File: config.mk
export PLATFORM = sky130hd
export DESIGN_NAME = rob_top
export DESIGN_NICKNAME = d
export VERILOG_FILES = /design/src/rob_pkg.sv /design/src/alloc_if.sv /design/src/commit_if.sv /design/src/dispatch_unit.sv /design/src/reorder_buffer.sv /design/src/commit_unit.sv /design/src/rob_top.sv
export SDC_FILE = /design/constraint.sdc
export NUM_CORES = 2
export LEC_CHECK = 0
export BUFFER_PORTS_ARGS = -buffer_cell sky130_fd_sc_hd__buf_2
export CORE_ASPECT_RATIO = 0.9
export CORE_MARGIN = 4
export CORE_UTILIZATION = 40
export CTS_CLUSTER_DIAMETER = 150
export DETAILED_ROUTE_END_ITERATION = 10
export PLACE_DENSITY = 0.67
export SLEW_MARGIN = 20
export SYNTH_ARGS = -nofsm -noshare
export SYNTH_HDL_FRONTEND = slang
export SYNTH_HIERARCHICAL = 1
export SYNTH_SLANG_ARGS = --single-unit
File: constraint.sdc
create_clock -name clk -period 4.45 [get_ports clk]
set_input_delay 0.445 -clock clk [delete_from_list [all_inputs] [get_ports clk]]
set_output_delay 0.445 -clock clk [all_outputs]
set_load 0.02 [all_outputs]
File: src/rob_pkg.sv
package rob_pkg;

    localparam int xlen       = 32;
    localparam int reg_addr_w = 5;
    localparam int op_class_w = 2;

    // entry classes
    localparam logic [op_class_w-1:0] op_alu    = 2'd0;
    localparam logic [op_class_w-1:0] op_store  = 2'd1;
    localparam logic [op_class_w-1:0] op_branch = 2'd2;

    // major opcodes told apart by dispatch, all others are alu
    localparam logic [6:0] opc_store  = 7'b0100011;
    localparam logic [6:0] opc_branch = 7'b1100011;
    localparam logic [6:0] opc_jal    = 7'b1101111;

    // one instruction word seen through the R and S layouts
    typedef union packed {
        struct packed {
            logic [6:0]            funct7;
            logic [reg_addr_w-1:0] rs2;
            logic [reg_addr_w-1:0] rs1;
            logic [2:0]            funct3;
            logic [reg_addr_w-1:0] rd;
            logic [6:0]            opcode;
        } r_view;
        struct packed {
            logic [6:0]            imm_hi;
            logic [reg_addr_w-1:0] rs2;
            logic [reg_addr_w-1:0] rs1;
            logic [2:0]            funct3;
            logic [4:0]            imm_lo;
            logic [6:0]            opcode;
        } s_view;
    } instr_word_t;

endpackage

File: src/alloc_if.sv
`timescale 1ns/100ps

interface alloc_if #(
    parameter int rob_depth = 16
);
    import rob_pkg::*;

    localparam int tag_w = $clog2(rob_depth);

    logic                  alloc_en;
    logic [op_class_w-1:0] op_class;
    logic [reg_addr_w-1:0] rd;
    logic                  pred_taken;
    logic [xlen-1:0]       pred_target;

    // from the buffer, next free slot and back-pressure
    logic [tag_w-1:0]      alloc_tag;
    logic                  full;

    modport producer (
        output alloc_en, op_class, rd, pred_taken, pred_target,
        input  alloc_tag, full
    );

    modport buffer (
        input  alloc_en, op_class, rd, pred_taken, pred_target,
        output alloc_tag, full
    );

endinterface

File: src/commit_if.sv
`timescale 1ns/100ps

interface commit_if #(
    parameter int rob_depth = 16
);
    import rob_pkg::*;

    localparam int tag_w = $clog2(rob_depth);

    // oldest entry, offered for retirement
    logic                  head_valid;
    logic [op_class_w-1:0] head_class;
    logic [reg_addr_w-1:0] head_rd;
    logic [xlen-1:0]       head_data;
    logic [tag_w-1:0]      head_tag;
    logic                  head_mispredict;
    logic [xlen-1:0]       head_target;

    // back from the commit side
    logic                  retire;
    logic                  flush;

    modport buffer (
        output head_valid, head_class, head_rd, head_data, head_tag,
        output head_mispredict, head_target,
        input  retire, flush
    );

    modport consumer (
        input  head_valid, head_class, head_rd, head_data, head_tag,
        input  head_mispredict, head_target,
        output retire, flush
    );

endinterface

File: src/dispatch_unit.sv
`timescale 1ns/100ps

module dispatch_unit #(
    parameter int  rob_depth = 16,
    localparam int tag_w     = $clog2(rob_depth)
) (
    input  logic                     clk,
    input  logic                     rst,
    input  logic                     instr_en,
    input  rob_pkg::instr_word_t     instr,
    input  logic                     pred_taken,
    input  logic [rob_pkg::xlen-1:0] pred_target,
    input  logic                     flush,
    alloc_if.producer                alloc
);
    import rob_pkg::*;

    logic [op_class_w-1:0] dec_class;
    logic [reg_addr_w-1:0] dec_rd;
    logic                  is_store;
    logic                  is_jal;

    // only sb, sh and sw count as stores
    assign is_store = (instr.s_view.opcode == opc_store) && (instr.s_view.funct3 < 3'd3);
    assign is_jal   = (instr.r_view.opcode == opc_jal);

    always_comb begin
        if (is_store) begin
            dec_class = op_store;
        end else if (is_jal || instr.r_view.opcode == opc_branch) begin
            dec_class = op_branch;
        end else begin
            dec_class = op_alu;
        end
    end

    // jal keeps its link register, stores and plain branches write nothing
    assign dec_rd = (dec_class == op_alu || is_jal) ? instr.r_view.rd : '0;

    always_ff @(posedge clk) begin
        if (rst) begin
            alloc.alloc_en <= 1'b0;
        end else begin
            // wrong-path request is dropped on flush
            alloc.alloc_en <= instr_en && !flush;
        end
    end

    always_ff @(posedge clk) begin
        if (instr_en) begin
            alloc.op_class    <= dec_class;
            alloc.rd          <= dec_rd;
            alloc.pred_taken  <= pred_taken;
            alloc.pred_target <= pred_target;
        end
    end

    // front end must hold off while the buffer reports full
    a_no_instr_when_full : assert property (
        @(posedge clk) disable iff (rst)
        instr_en |-> !alloc.full
    );

endmodule

File: src/reorder_buffer.sv
`timescale 1ns/100ps

module reorder_buffer #(
    parameter int  rob_depth = 16,
    localparam int tag_w     = $clog2(rob_depth),
    localparam int cnt_w     = $clog2(rob_depth + 1)
) (
    input  logic                     clk,
    input  logic                     rst,
    alloc_if.buffer                  alloc,
    commit_if.buffer                 cmt,
    input  logic                     ex_en,
    input  logic [tag_w-1:0]         ex_tag,
    input  logic [rob_pkg::xlen-1:0] ex_data,
    input  logic                     ex_taken,
    input  logic [rob_pkg::xlen-1:0] ex_target,
    input  logic                     st_done,
    input  logic [tag_w-1:0]         st_done_tag
);
    import rob_pkg::*;

    // entry payload
    logic [op_class_w-1:0] cls     [rob_depth];
    logic [reg_addr_w-1:0] dst     [rob_depth];
    logic [xlen-1:0]       data    [rob_depth];
    logic [xlen-1:0]       target  [rob_depth];
    logic                  pred_tk [rob_depth];
    logic                  mispred [rob_depth];

    // entry state
    logic [rob_depth-1:0]  valid;
    logic [rob_depth-1:0]  done;
    logic [rob_depth-1:0]  released;

    logic [tag_w-1:0]      head;
    logic [tag_w-1:0]      tail;
    logic [tag_w-1:0]      head_inc;
    logic [tag_w-1:0]      tail_inc;
    logic [cnt_w-1:0]      count;
    logic                  head_is_store;
    logic                  pop;

    assign head_inc = (head == tag_w'(rob_depth - 1)) ? '0 : head + 1'b1;
    assign tail_inc = (tail == tag_w'(rob_depth - 1)) ? '0 : tail + 1'b1;

    // a request in flight already owns the tail slot
    assign alloc.alloc_tag = alloc.alloc_en ? tail_inc : tail;
    assign alloc.full      = (count == cnt_w'(rob_depth)) ||
                             (alloc.alloc_en && count == cnt_w'(rob_depth - 1));

    assign head_is_store = (cls[head] == op_store);

    // a store is offered once without a result, everything else waits for done
    assign cmt.head_valid      = valid[head] &&
                                 (head_is_store ? !released[head] : done[head]);
    assign cmt.head_class      = cls[head];
    assign cmt.head_rd         = dst[head];
    assign cmt.head_data       = data[head];
    assign cmt.head_tag        = head;
    assign cmt.head_mispredict = mispred[head];
    assign cmt.head_target     = target[head];

    assign pop = cmt.retire || st_done;

    always_ff @(posedge clk) begin
        if (rst || cmt.flush) begin
            valid    <= '0;
            done     <= '0;
            released <= '0;
            head     <= '0;
            tail     <= '0;
            count    <= '0;
        end else begin
            if (alloc.alloc_en) begin
                valid[tail]    <= 1'b1;
                done[tail]     <= 1'b0;
                released[tail] <= 1'b0;
                tail           <= tail_inc;
            end
            if (ex_en) begin
                done[ex_tag] <= 1'b1;
            end
            if (cmt.head_valid && head_is_store) begin
                released[head] <= 1'b1;
            end
            if (pop) begin
                valid[head] <= 1'b0;
                head        <= head_inc;
            end
            case ({alloc.alloc_en, pop})
                2'b10:   count <= count + 1'b1;
                2'b01:   count <= count - 1'b1;
                default: count <= count;
            endcase
        end
    end

    always_ff @(posedge clk) begin
        if (alloc.alloc_en) begin
            cls[tail]     <= alloc.op_class;
            dst[tail]     <= alloc.rd;
            pred_tk[tail] <= alloc.pred_taken;
            target[tail]  <= alloc.pred_target;
            mispred[tail] <= 1'b0;
        end
        if (ex_en) begin
            data[ex_tag]    <= ex_data;
            // execution unit returns the real next pc, fall-through when not taken
            target[ex_tag]  <= ex_target;
            mispred[ex_tag] <= (cls[ex_tag] == op_branch) &&
                               ((ex_taken != pred_tk[ex_tag]) ||
                                (ex_taken && ex_target != target[ex_tag]));
        end
    end

    a_no_alloc_when_full : assert property (
        @(posedge clk) disable iff (rst)
        alloc.alloc_en && !cmt.flush |-> count != cnt_w'(rob_depth)
    );

    a_result_to_live_slot : assert property (
        @(posedge clk) disable iff (rst)
        ex_en && !cmt.flush |-> valid[ex_tag]
    );

    // store buffer may only complete the released store at the head
    a_st_done_at_head : assert property (
        @(posedge clk) disable iff (rst)
        st_done |-> st_done_tag == head && valid[head] && head_is_store && released[head]
    );

endmodule

File: src/commit_unit.sv
`timescale 1ns/100ps

module commit_unit #(
    parameter int  rob_depth = 16,
    localparam int tag_w     = $clog2(rob_depth)
) (
    input  logic                           clk,
    input  logic                           rst,
    commit_if.consumer                     cmt,
    output logic                           rf_we,
    output logic [rob_pkg::reg_addr_w-1:0] rf_rd,
    output logic [rob_pkg::xlen-1:0]       rf_data,
    output logic                           store_release,
    output logic [tag_w-1:0]               store_tag,
    output logic                           flush,
    output logic [rob_pkg::xlen-1:0]       redirect_pc
);
    import rob_pkg::*;

    localparam int num_regs = 1 << reg_addr_w;

    // architectural registers
    logic [xlen-1:0] regs [num_regs];

    logic take;
    logic is_store;
    logic wr_reg;

    // nothing is taken while the flush is still in flight
    assign take     = cmt.head_valid && !flush;
    assign is_store = (cmt.head_class == op_store);
    assign wr_reg   = take && !is_store && (cmt.head_rd != '0);

    assign cmt.retire = take && !is_store;
    assign cmt.flush  = flush;

    assign rf_data = regs[rf_rd];

    always_ff @(posedge clk) begin
        if (rst) begin
            rf_we         <= 1'b0;
            store_release <= 1'b0;
            flush         <= 1'b0;
        end else begin
            rf_we         <= wr_reg;
            store_release <= take && is_store;
            flush         <= take && !is_store && cmt.head_mispredict;
        end
    end

    // x0 is never written
    always_ff @(posedge clk) begin
        if (rst) begin
            for (int i = 0; i < num_regs; i++) begin
                regs[i] <= '0;
            end
        end else if (wr_reg) begin
            regs[cmt.head_rd] <= cmt.head_data;
        end
    end

    always_ff @(posedge clk) begin
        if (wr_reg) begin
            rf_rd <= cmt.head_rd;
        end
        if (take && is_store) begin
            store_tag <= cmt.head_tag;
        end
        if (take && !is_store && cmt.head_mispredict) begin
            redirect_pc <= cmt.head_target;
        end
    end

    // a store at the head is released once, never on two cycles running
    a_release_single_pulse : assert property (
        @(posedge clk) disable iff (rst)
        store_release |=> !store_release
    );

endmodule

File: src/rob_top.sv
`timescale 1ns/100ps

module rob_top #(
    parameter int  rob_depth = 16,
    localparam int tag_w     = $clog2(rob_depth)
) (
    input  logic                           clk,
    input  logic                           rst,
    input  logic                           instr_en,
    input  logic [rob_pkg::xlen-1:0]       instr,
    input  logic                           instr_pred_taken,
    input  logic [rob_pkg::xlen-1:0]       instr_pred_target,
    output logic                           full,
    output logic [tag_w-1:0]               instr_tag,
    input  logic                           ex_en,
    input  logic [tag_w-1:0]               ex_tag,
    input  logic [rob_pkg::xlen-1:0]       ex_data,
    input  logic                           ex_taken,
    input  logic [rob_pkg::xlen-1:0]       ex_target,
    input  logic                           st_done,
    input  logic [tag_w-1:0]               st_done_tag,
    output logic                           rf_we,
    output logic [rob_pkg::reg_addr_w-1:0] rf_rd,
    output logic [rob_pkg::xlen-1:0]       rf_data,
    output logic                           store_release,
    output logic [tag_w-1:0]               store_tag,
    output logic                           flush,
    output logic [rob_pkg::xlen-1:0]       redirect_pc
);

    alloc_if  #(.rob_depth(rob_depth)) alloc_bus ();
    commit_if #(.rob_depth(rob_depth)) cmt_bus ();

    // tag handed back to the front end in the cycle it offers the instruction
    assign full      = alloc_bus.full;
    assign instr_tag = alloc_bus.alloc_tag;

    dispatch_unit #(.rob_depth(rob_depth)) u_dispatch (
        .clk         (clk),
        .rst         (rst),
        .instr_en    (instr_en),
        .instr       (instr),
        .pred_taken  (instr_pred_taken),
        .pred_target (instr_pred_target),
        .flush       (flush),
        .alloc       (alloc_bus.producer)
    );

    reorder_buffer #(.rob_depth(rob_depth)) u_rob (
        .clk         (clk),
        .rst         (rst),
        .alloc       (alloc_bus.buffer),
        .cmt         (cmt_bus.buffer),
        .ex_en       (ex_en),
        .ex_tag      (ex_tag),
        .ex_data     (ex_data),
        .ex_taken    (ex_taken),
        .ex_target   (ex_target),
        .st_done     (st_done),
        .st_done_tag (st_done_tag)
    );

    commit_unit #(.rob_depth(rob_depth)) u_commit (
        .clk           (clk),
        .rst           (rst),
        .cmt           (cmt_bus.consumer),
        .rf_we         (rf_we),
        .rf_rd         (rf_rd),
        .rf_data       (rf_data),
        .store_release (store_release),
        .store_tag     (store_tag),
        .flush         (flush),
        .redirect_pc   (redirect_pc)
    );

endmodule

# After elaboration in Yosys (flattened, before gate mapping)

Memory sizes are Yosys's and may differ from the RTL's. A register that Yosys moved wholly into a read port is not among the register bits.
Index checks and enable logic that the tools add are counted.

Register bits after elaboration: 114
Bits in writable memories: 2,192
Input bits: 143
Output and inout bits: 81
Word-level logic and storage cells: 132
Memories kept: 7

$add $sub $neg: 4
Order comparisons: 7
Equality and inequality tests: 13
Mux-type cells: 49
Bitwise logic cells: 8
Reduce and logical (&&, ||, !) cells: 28

Memory list:

| memory          | depth | bits a word | rd ports | clocked after memory_dff | write ports | line                 | text |
|---|---|---|---|---|---|---|---|
| u_commit.regs   | 32    | 32          | 1        | 1                        | 32          | commit_unit.sv:23    | `logic [xlen-1:0] regs [num_regs];` |
| u_rob.data      | 16    | 32          | 1        | 1                        | 1           | reorder_buffer.sv:25 | `logic [xlen-1:0] data [rob_depth];` |
| u_rob.target    | 16    | 32          | 2        | 1                        | 2           | reorder_buffer.sv:26 | `logic [xlen-1:0] target [rob_depth];` |
| u_rob.dst       | 16    | 5           | 1        | 1                        | 1           | reorder_buffer.sv:24 | `logic [reg_addr_w-1:0] dst [rob_depth];` |
| u_rob.cls       | 16    | 2           | 2        | 1                        | 1           | reorder_buffer.sv:23 | `logic [op_class_w-1:0] cls [rob_depth];` |
| u_rob.mispred   | 16    | 1           | 1        | 1                        | 2           | reorder_buffer.sv:28 | `logic mispred [rob_depth];` |
| 1 more memories | n/a   | n/a         | n/a      | n/a                      | n/a         | n/a                  |  |

Operators with widths:

| kind                                                        | count |
|---|---|
| two-way mux 16 bit                                          | 9 |
| bitwise AND 16 bit                                          | 3 |
| OR 16 bit                                                   | 3 |
| two-way mux 4 bit                                           | 11 |
| two-way mux 32 bit                                          | 1 |
| != test 32 bit                                              | 1 |
| inverter 16 bit                                             | 2 |
| OR reduction 32 bit                                         | 1 |
| two-way mux 1 bit                                           | 17 |
| logical AND 1 bit                                           | 15 |
| less-than comparator 4 x 5 -> 1 bit (second input constant) | 3 |
| equality test 7 bit (second input constant)                 | 2 |
| binary-select mux 1 bit (select 4 bit)                      | 3 |
| demux 1 bit (select 4 bit)                                  | 3 |
| >= comparator 4 x 1 -> 1 bit (second input constant)        | 3 |
| two-way mux 5 bit                                           | 2 |
| one-hot mux 5 bit (2 select lines)                          | 1 |
| adder 4 x 1 -> 4 bit (second input constant)                | 2 |
| equality test 4 bit (second input constant)                 | 2 |
| equality test 7 x 6 -> 1 bit (second input constant)        | 1 |
| logical OR 1 bit                                            | 6 |
| adder 5 x 1 -> 5 bit (second input constant)                | 1 |
| equality test 5 x 4 -> 1 bit (second input constant)        | 1 |
| equality test 5 bit (second input constant)                 | 1 |
| other kinds (10)                                            | 15 |

# Logic depth before layout (Yosys ltp)

Word-level depth: 13
Mapped depth: 20
Depth with buffers taken out: 19

# Cells and area by module

Netlist, hierarchy kept.

Modules (own cells, without submodules):

| module         | instances | cells an instance | area each (um^2) | seq. area each (um^2) |
|---|---|---|---|---|
| reorder_buffer | 1         | 3,416             | 57,995.6         | 36,374.9 |
| commit_unit    | 1         | 3,526             | 48,382.7         | 32,140.8 |
| dispatch_unit  | 1         | 54                | 1,320.0          | 1,221.2 |

# Least setup slack after synthesis

OpenSTA, ideal clock, no wires.

Path type: input -> register
Start: input port ex_tag[1]
End: memory u_rob.mispred[6], enable pin
Library setup time: 0.469 ns
Arrival time: 4.035 ns
Data required time: 3.981 ns
Setup slack: -0.054 ns
Stages on the path: 7
Path buffers: 5
Path through: buf_4 -> buf_2 -> buf_4 -> buf_2 -> buf_2 -> nand2_1 -> o21ai_0

RTL lines:

| what        | line                 | text |
|---|---|---|
| from (decl) | rob_top.sv:16        | `input logic [tag_w-1:0] ex_tag,` |
| to (decl)   | reorder_buffer.sv:28 |  |

==> impl_metrics.csv <==
group,metric,value,unit
route,antenna_left,0,
placement,hpwlAfterDp,182000,um
clock_tree,cts.repair.resized,0,
sta,setup_viol,0,
logic_synthesis,synth_cells,6996,
logic_synthesis,synth_mux_area_share,19.3,%
clock_tree,numCtsBuffers,235,
sta,finalHoldViolCount,0,
logic_synthesis,synthFlopType,"edfxtp_1",
global_route,grt_max_degree,131,
critical_path,critical-path-top-delay-family,"buffers and inverters",
power_and_ir_drop,power.density,398,nW/um^2
sta,relSlewSlack,29.6,%
sta,whs,0.0702,ns
logic_synthesis,synth_top_family_by_area,"multiplexers",
global_route,first_global_vias,63400,
route,avgRoutedWirePerCell,28.3,um
global_route,grt_pass1_wl,448000,um
logic_synthesis,synthArstFlopShare,0,%
logic_synthesis,synth_cell_types,68,
final_layout,final_nets,7363,
power_and_ir_drop,finalPower,48900,uW
power_and_ir_drop,peakVddDrop,338,uV
global_route,antenna_found_initial,37,
critical_path,endpoint_kind,"output pin",
logic_synthesis,synth_xor_area_share,0.325,%
critical_path,critPathKind,"register to output pin",
sta,slew_viol_final,0,
placement,gp_congestion,0.879,
die,placementRows,180,
die,initial_utilization,40.3,%
critical_path,cp_slowest_cell,"a31oi_1",
sta,final.min_clock_period,4.33,ns
power_and_ir_drop,p_leak,0.0435,uW
critical_path,path_buf_inv,3,
clock_tree,clock_latency,0.92,ns
placement,pre_cts_slack,0.279,ns
final_layout,layout_common_cells,"edfxtp_1 (2273), and2_1 (999), nand2_1 (589)",
logic_synthesis,synth-compound-area-share,3.06,%
logic_synthesis,synth_edf_count,2273,
placement,place_area,114000,sq um
logic_synthesis,seq_area_frac_synth,64.8,%
global_route,use_met1,30.0,%
die,core,268000,sq um
hold_path,hold_class,"input pin to register",
die,die_x,555,um
route,vias,63800,
sta,max_freq,231,MHz
route,dr.pass1.iters,6,
critical_path,crit_path_start_kind,"register",
sta,clock_skew,0.124,ns
critical_path,slowest_delay,0.78,ns
logic_synthesis,yosys_register_bits,2347,
global_route,top_usage_layer,"met2",
run_status,outcome,"finished, final reports clean",
sta,period_share,97.2,%
final_layout,final_area,123000,sq um
global_route,grtUsageTotal,21.9,%
global_route,use_met3,4.56,%
final_layout,syn2layout_area_growth,14.1,%
sta,worst_pin_slew,1.06,ns
clock_tree,cts_setup_buffers,0,
logic_synthesis,synthAdderAreaFrac,0.158,%
clock_tree,cts_buffer_depth,4,
route,routed_via_density,5.82,
critical_path,required,4.01,ns
final_layout,final_common_cell,"edfxtp_1",
logic_synthesis,avgSynthCellArea,15.4,sq um
logic_synthesis,yosysWarnings,6,
clock_tree,root_buffer,"clkbuf_16",
flow_run,cap_violations,0,
final_layout,drive_gt1_share,24.1,%
clock_tree,cts_hold_buf,87,
die,ios,224,
critical_path,worstPathMaxFanout,44,
die,dieArea,278000,sq um
clock_tree,h-tree-depth,4,
route,drt_iter0_markers,8153,
critical_path,arrival,3.88,ns
global_route,grt_overflow_total,0,
critical_path,worstPathCellList,"buf_12 -> buf_4 -> mux2i_1 -> a22oi_1 -> a31oi_1 -> nand3_1 -> buf_2",
sta,rsz0062_at_grt,"no",
placement,port_buffers,202,
clock_tree,clock-sinks,2347,
route,drt-total-wl,311000,um
logic_synthesis,synthSimpleGateAreaFrac,9.80,%
logic_synthesis,netlist_area,108000,sq um
clock_tree,clk_pin_slew_worst_paths,0.06,ns
clock_tree,cts_tree,"done",
sta,finalWorstSetupSlack,0.124,ns
global_route,grtUsageMet2,34.6,%
die,die_h,500,um
route,drcViolationCount,0,
-- cell families (layout without fill, tap and decap cells) --
logic type,Yosys count,after routing
buffers and inverters,690,1056
AOI/OAI and AO/OA,502,502
muxes,1408,1408
adders and majority gates,13,13
xor gates and xnor gates,40,40
DFF,2347,2347
and+or+nand+nor,1995,1995
other,1,55
-- cell usage after synthesis, types with 82 or more instances --
cell | n | area share (%)
o21ai_0 | 82 | 0.38
nand2_1 | 602 | 2.1
nor2_1 | 114 | 0.40
clkbuf_1 | 456 | 1.6
a22oi_1 | 113 | 0.79
mux2i_1 | 561 | 5.2
mux4_2 | 504 | 11
a21oi_1 | 137 | 0.64
mux2_2 | 343 | 3.6
and2_1 | 1001 | 5.8
edfxtp_1 | 2273 | 63
nand3_1 | 124 | 0.58
buf_2 | 88 | 0.41
-- layer usage --
| layer | routed length (um) | share of wire (%) |
|---|---|---|
| met5 | 126 | 0.041 |
| met4 | 12500 | 4.0 |
| met3 | 30400 | 9.8 |
| met2 | 145000 | 47 |
| met1 | 123000 | 39 |
-- path summary, 6_finish.rpt --
| path | from | to | slack [ns] | depth (start not counted) |
|---|---|---|---|---|
| setup reg to reg | register | u_rob/count[4]$_SDFFE_PP0P_ | 0.23 | 14 |
| hold reg to reg | u_rob/done[0]$_SDFF_PP0_ | u_rob/done[0]$_SDFF_PP0_ | 0.46 | 2 |
| hold / removal | ex_target[19] | u_rob/target[1][19]$_DFFE_PP_ | 0.07 | 3 |
| setup / recovery | register | rf_data[29] | 0.12 | 7 |
-- tightest hold or removal path: cells and delay by family --
family        cells  cell delay [ns]
simple gates      2             0.14
buf+inv           1             0.20
-- state kept, by name (all words and copies together), names as in the netlist, 4 cells and up, named ones only --
| register | count |
|---|---|
| u_commit/regs | 1024 |
| u_rob/data | 512 |
| u_rob/target | 512 |
| u_rob/dst | 80 |
| u_commit/redirect_pc | 32 |
| u_dispatch/alloc.pred_target | 32 |
| u_rob/cls | 32 |
| u_rob/done | 16 |
| u_rob/mispred | 16 |
| u_rob/pred_tk | 16 |
| u_rob/released | 16 |
| u_rob/valid | 16 |
| u_commit/rf_rd | 5 |
| u_dispatch/alloc.rd | 5 |
| u_rob/count | 5 |
| u_commit/store_tag | 4 |
| u_rob/cmt.head_tag | 4 |
| u_rob/tail | 4 |
-- cell type report --
cell class	count	area, sq um
Fill cell	22800	145000
Sequential cell	2347	69800
Multi-Input combinational cell	3990	35600
Clock buffer	283	6180
Timing Repair Buffer	578	5270
Tap cell	3549	4440
Clock inverter	140	1330
Inverter	55	226
Antenna cell	23	57.6
-- report_power, final --
group / switching, uW / internal, uW
logic: 2470 / 1600
clock network: 8370 / 11300
registers: 319 / 24900
total: 11200 / 37700
-- through the flow --
step	setup TNS (ns)	utilization (%)	instances
final	0	45.9	11000
after global routing	0	45.9	10900
after CTS	0	45.9	10900
after detailed placement	0	42.8	10400
after global placement	0	42.8	10400
after floorplan	-1.96	-	7027
No activity file was read; power rests on OpenSTA's default activity.
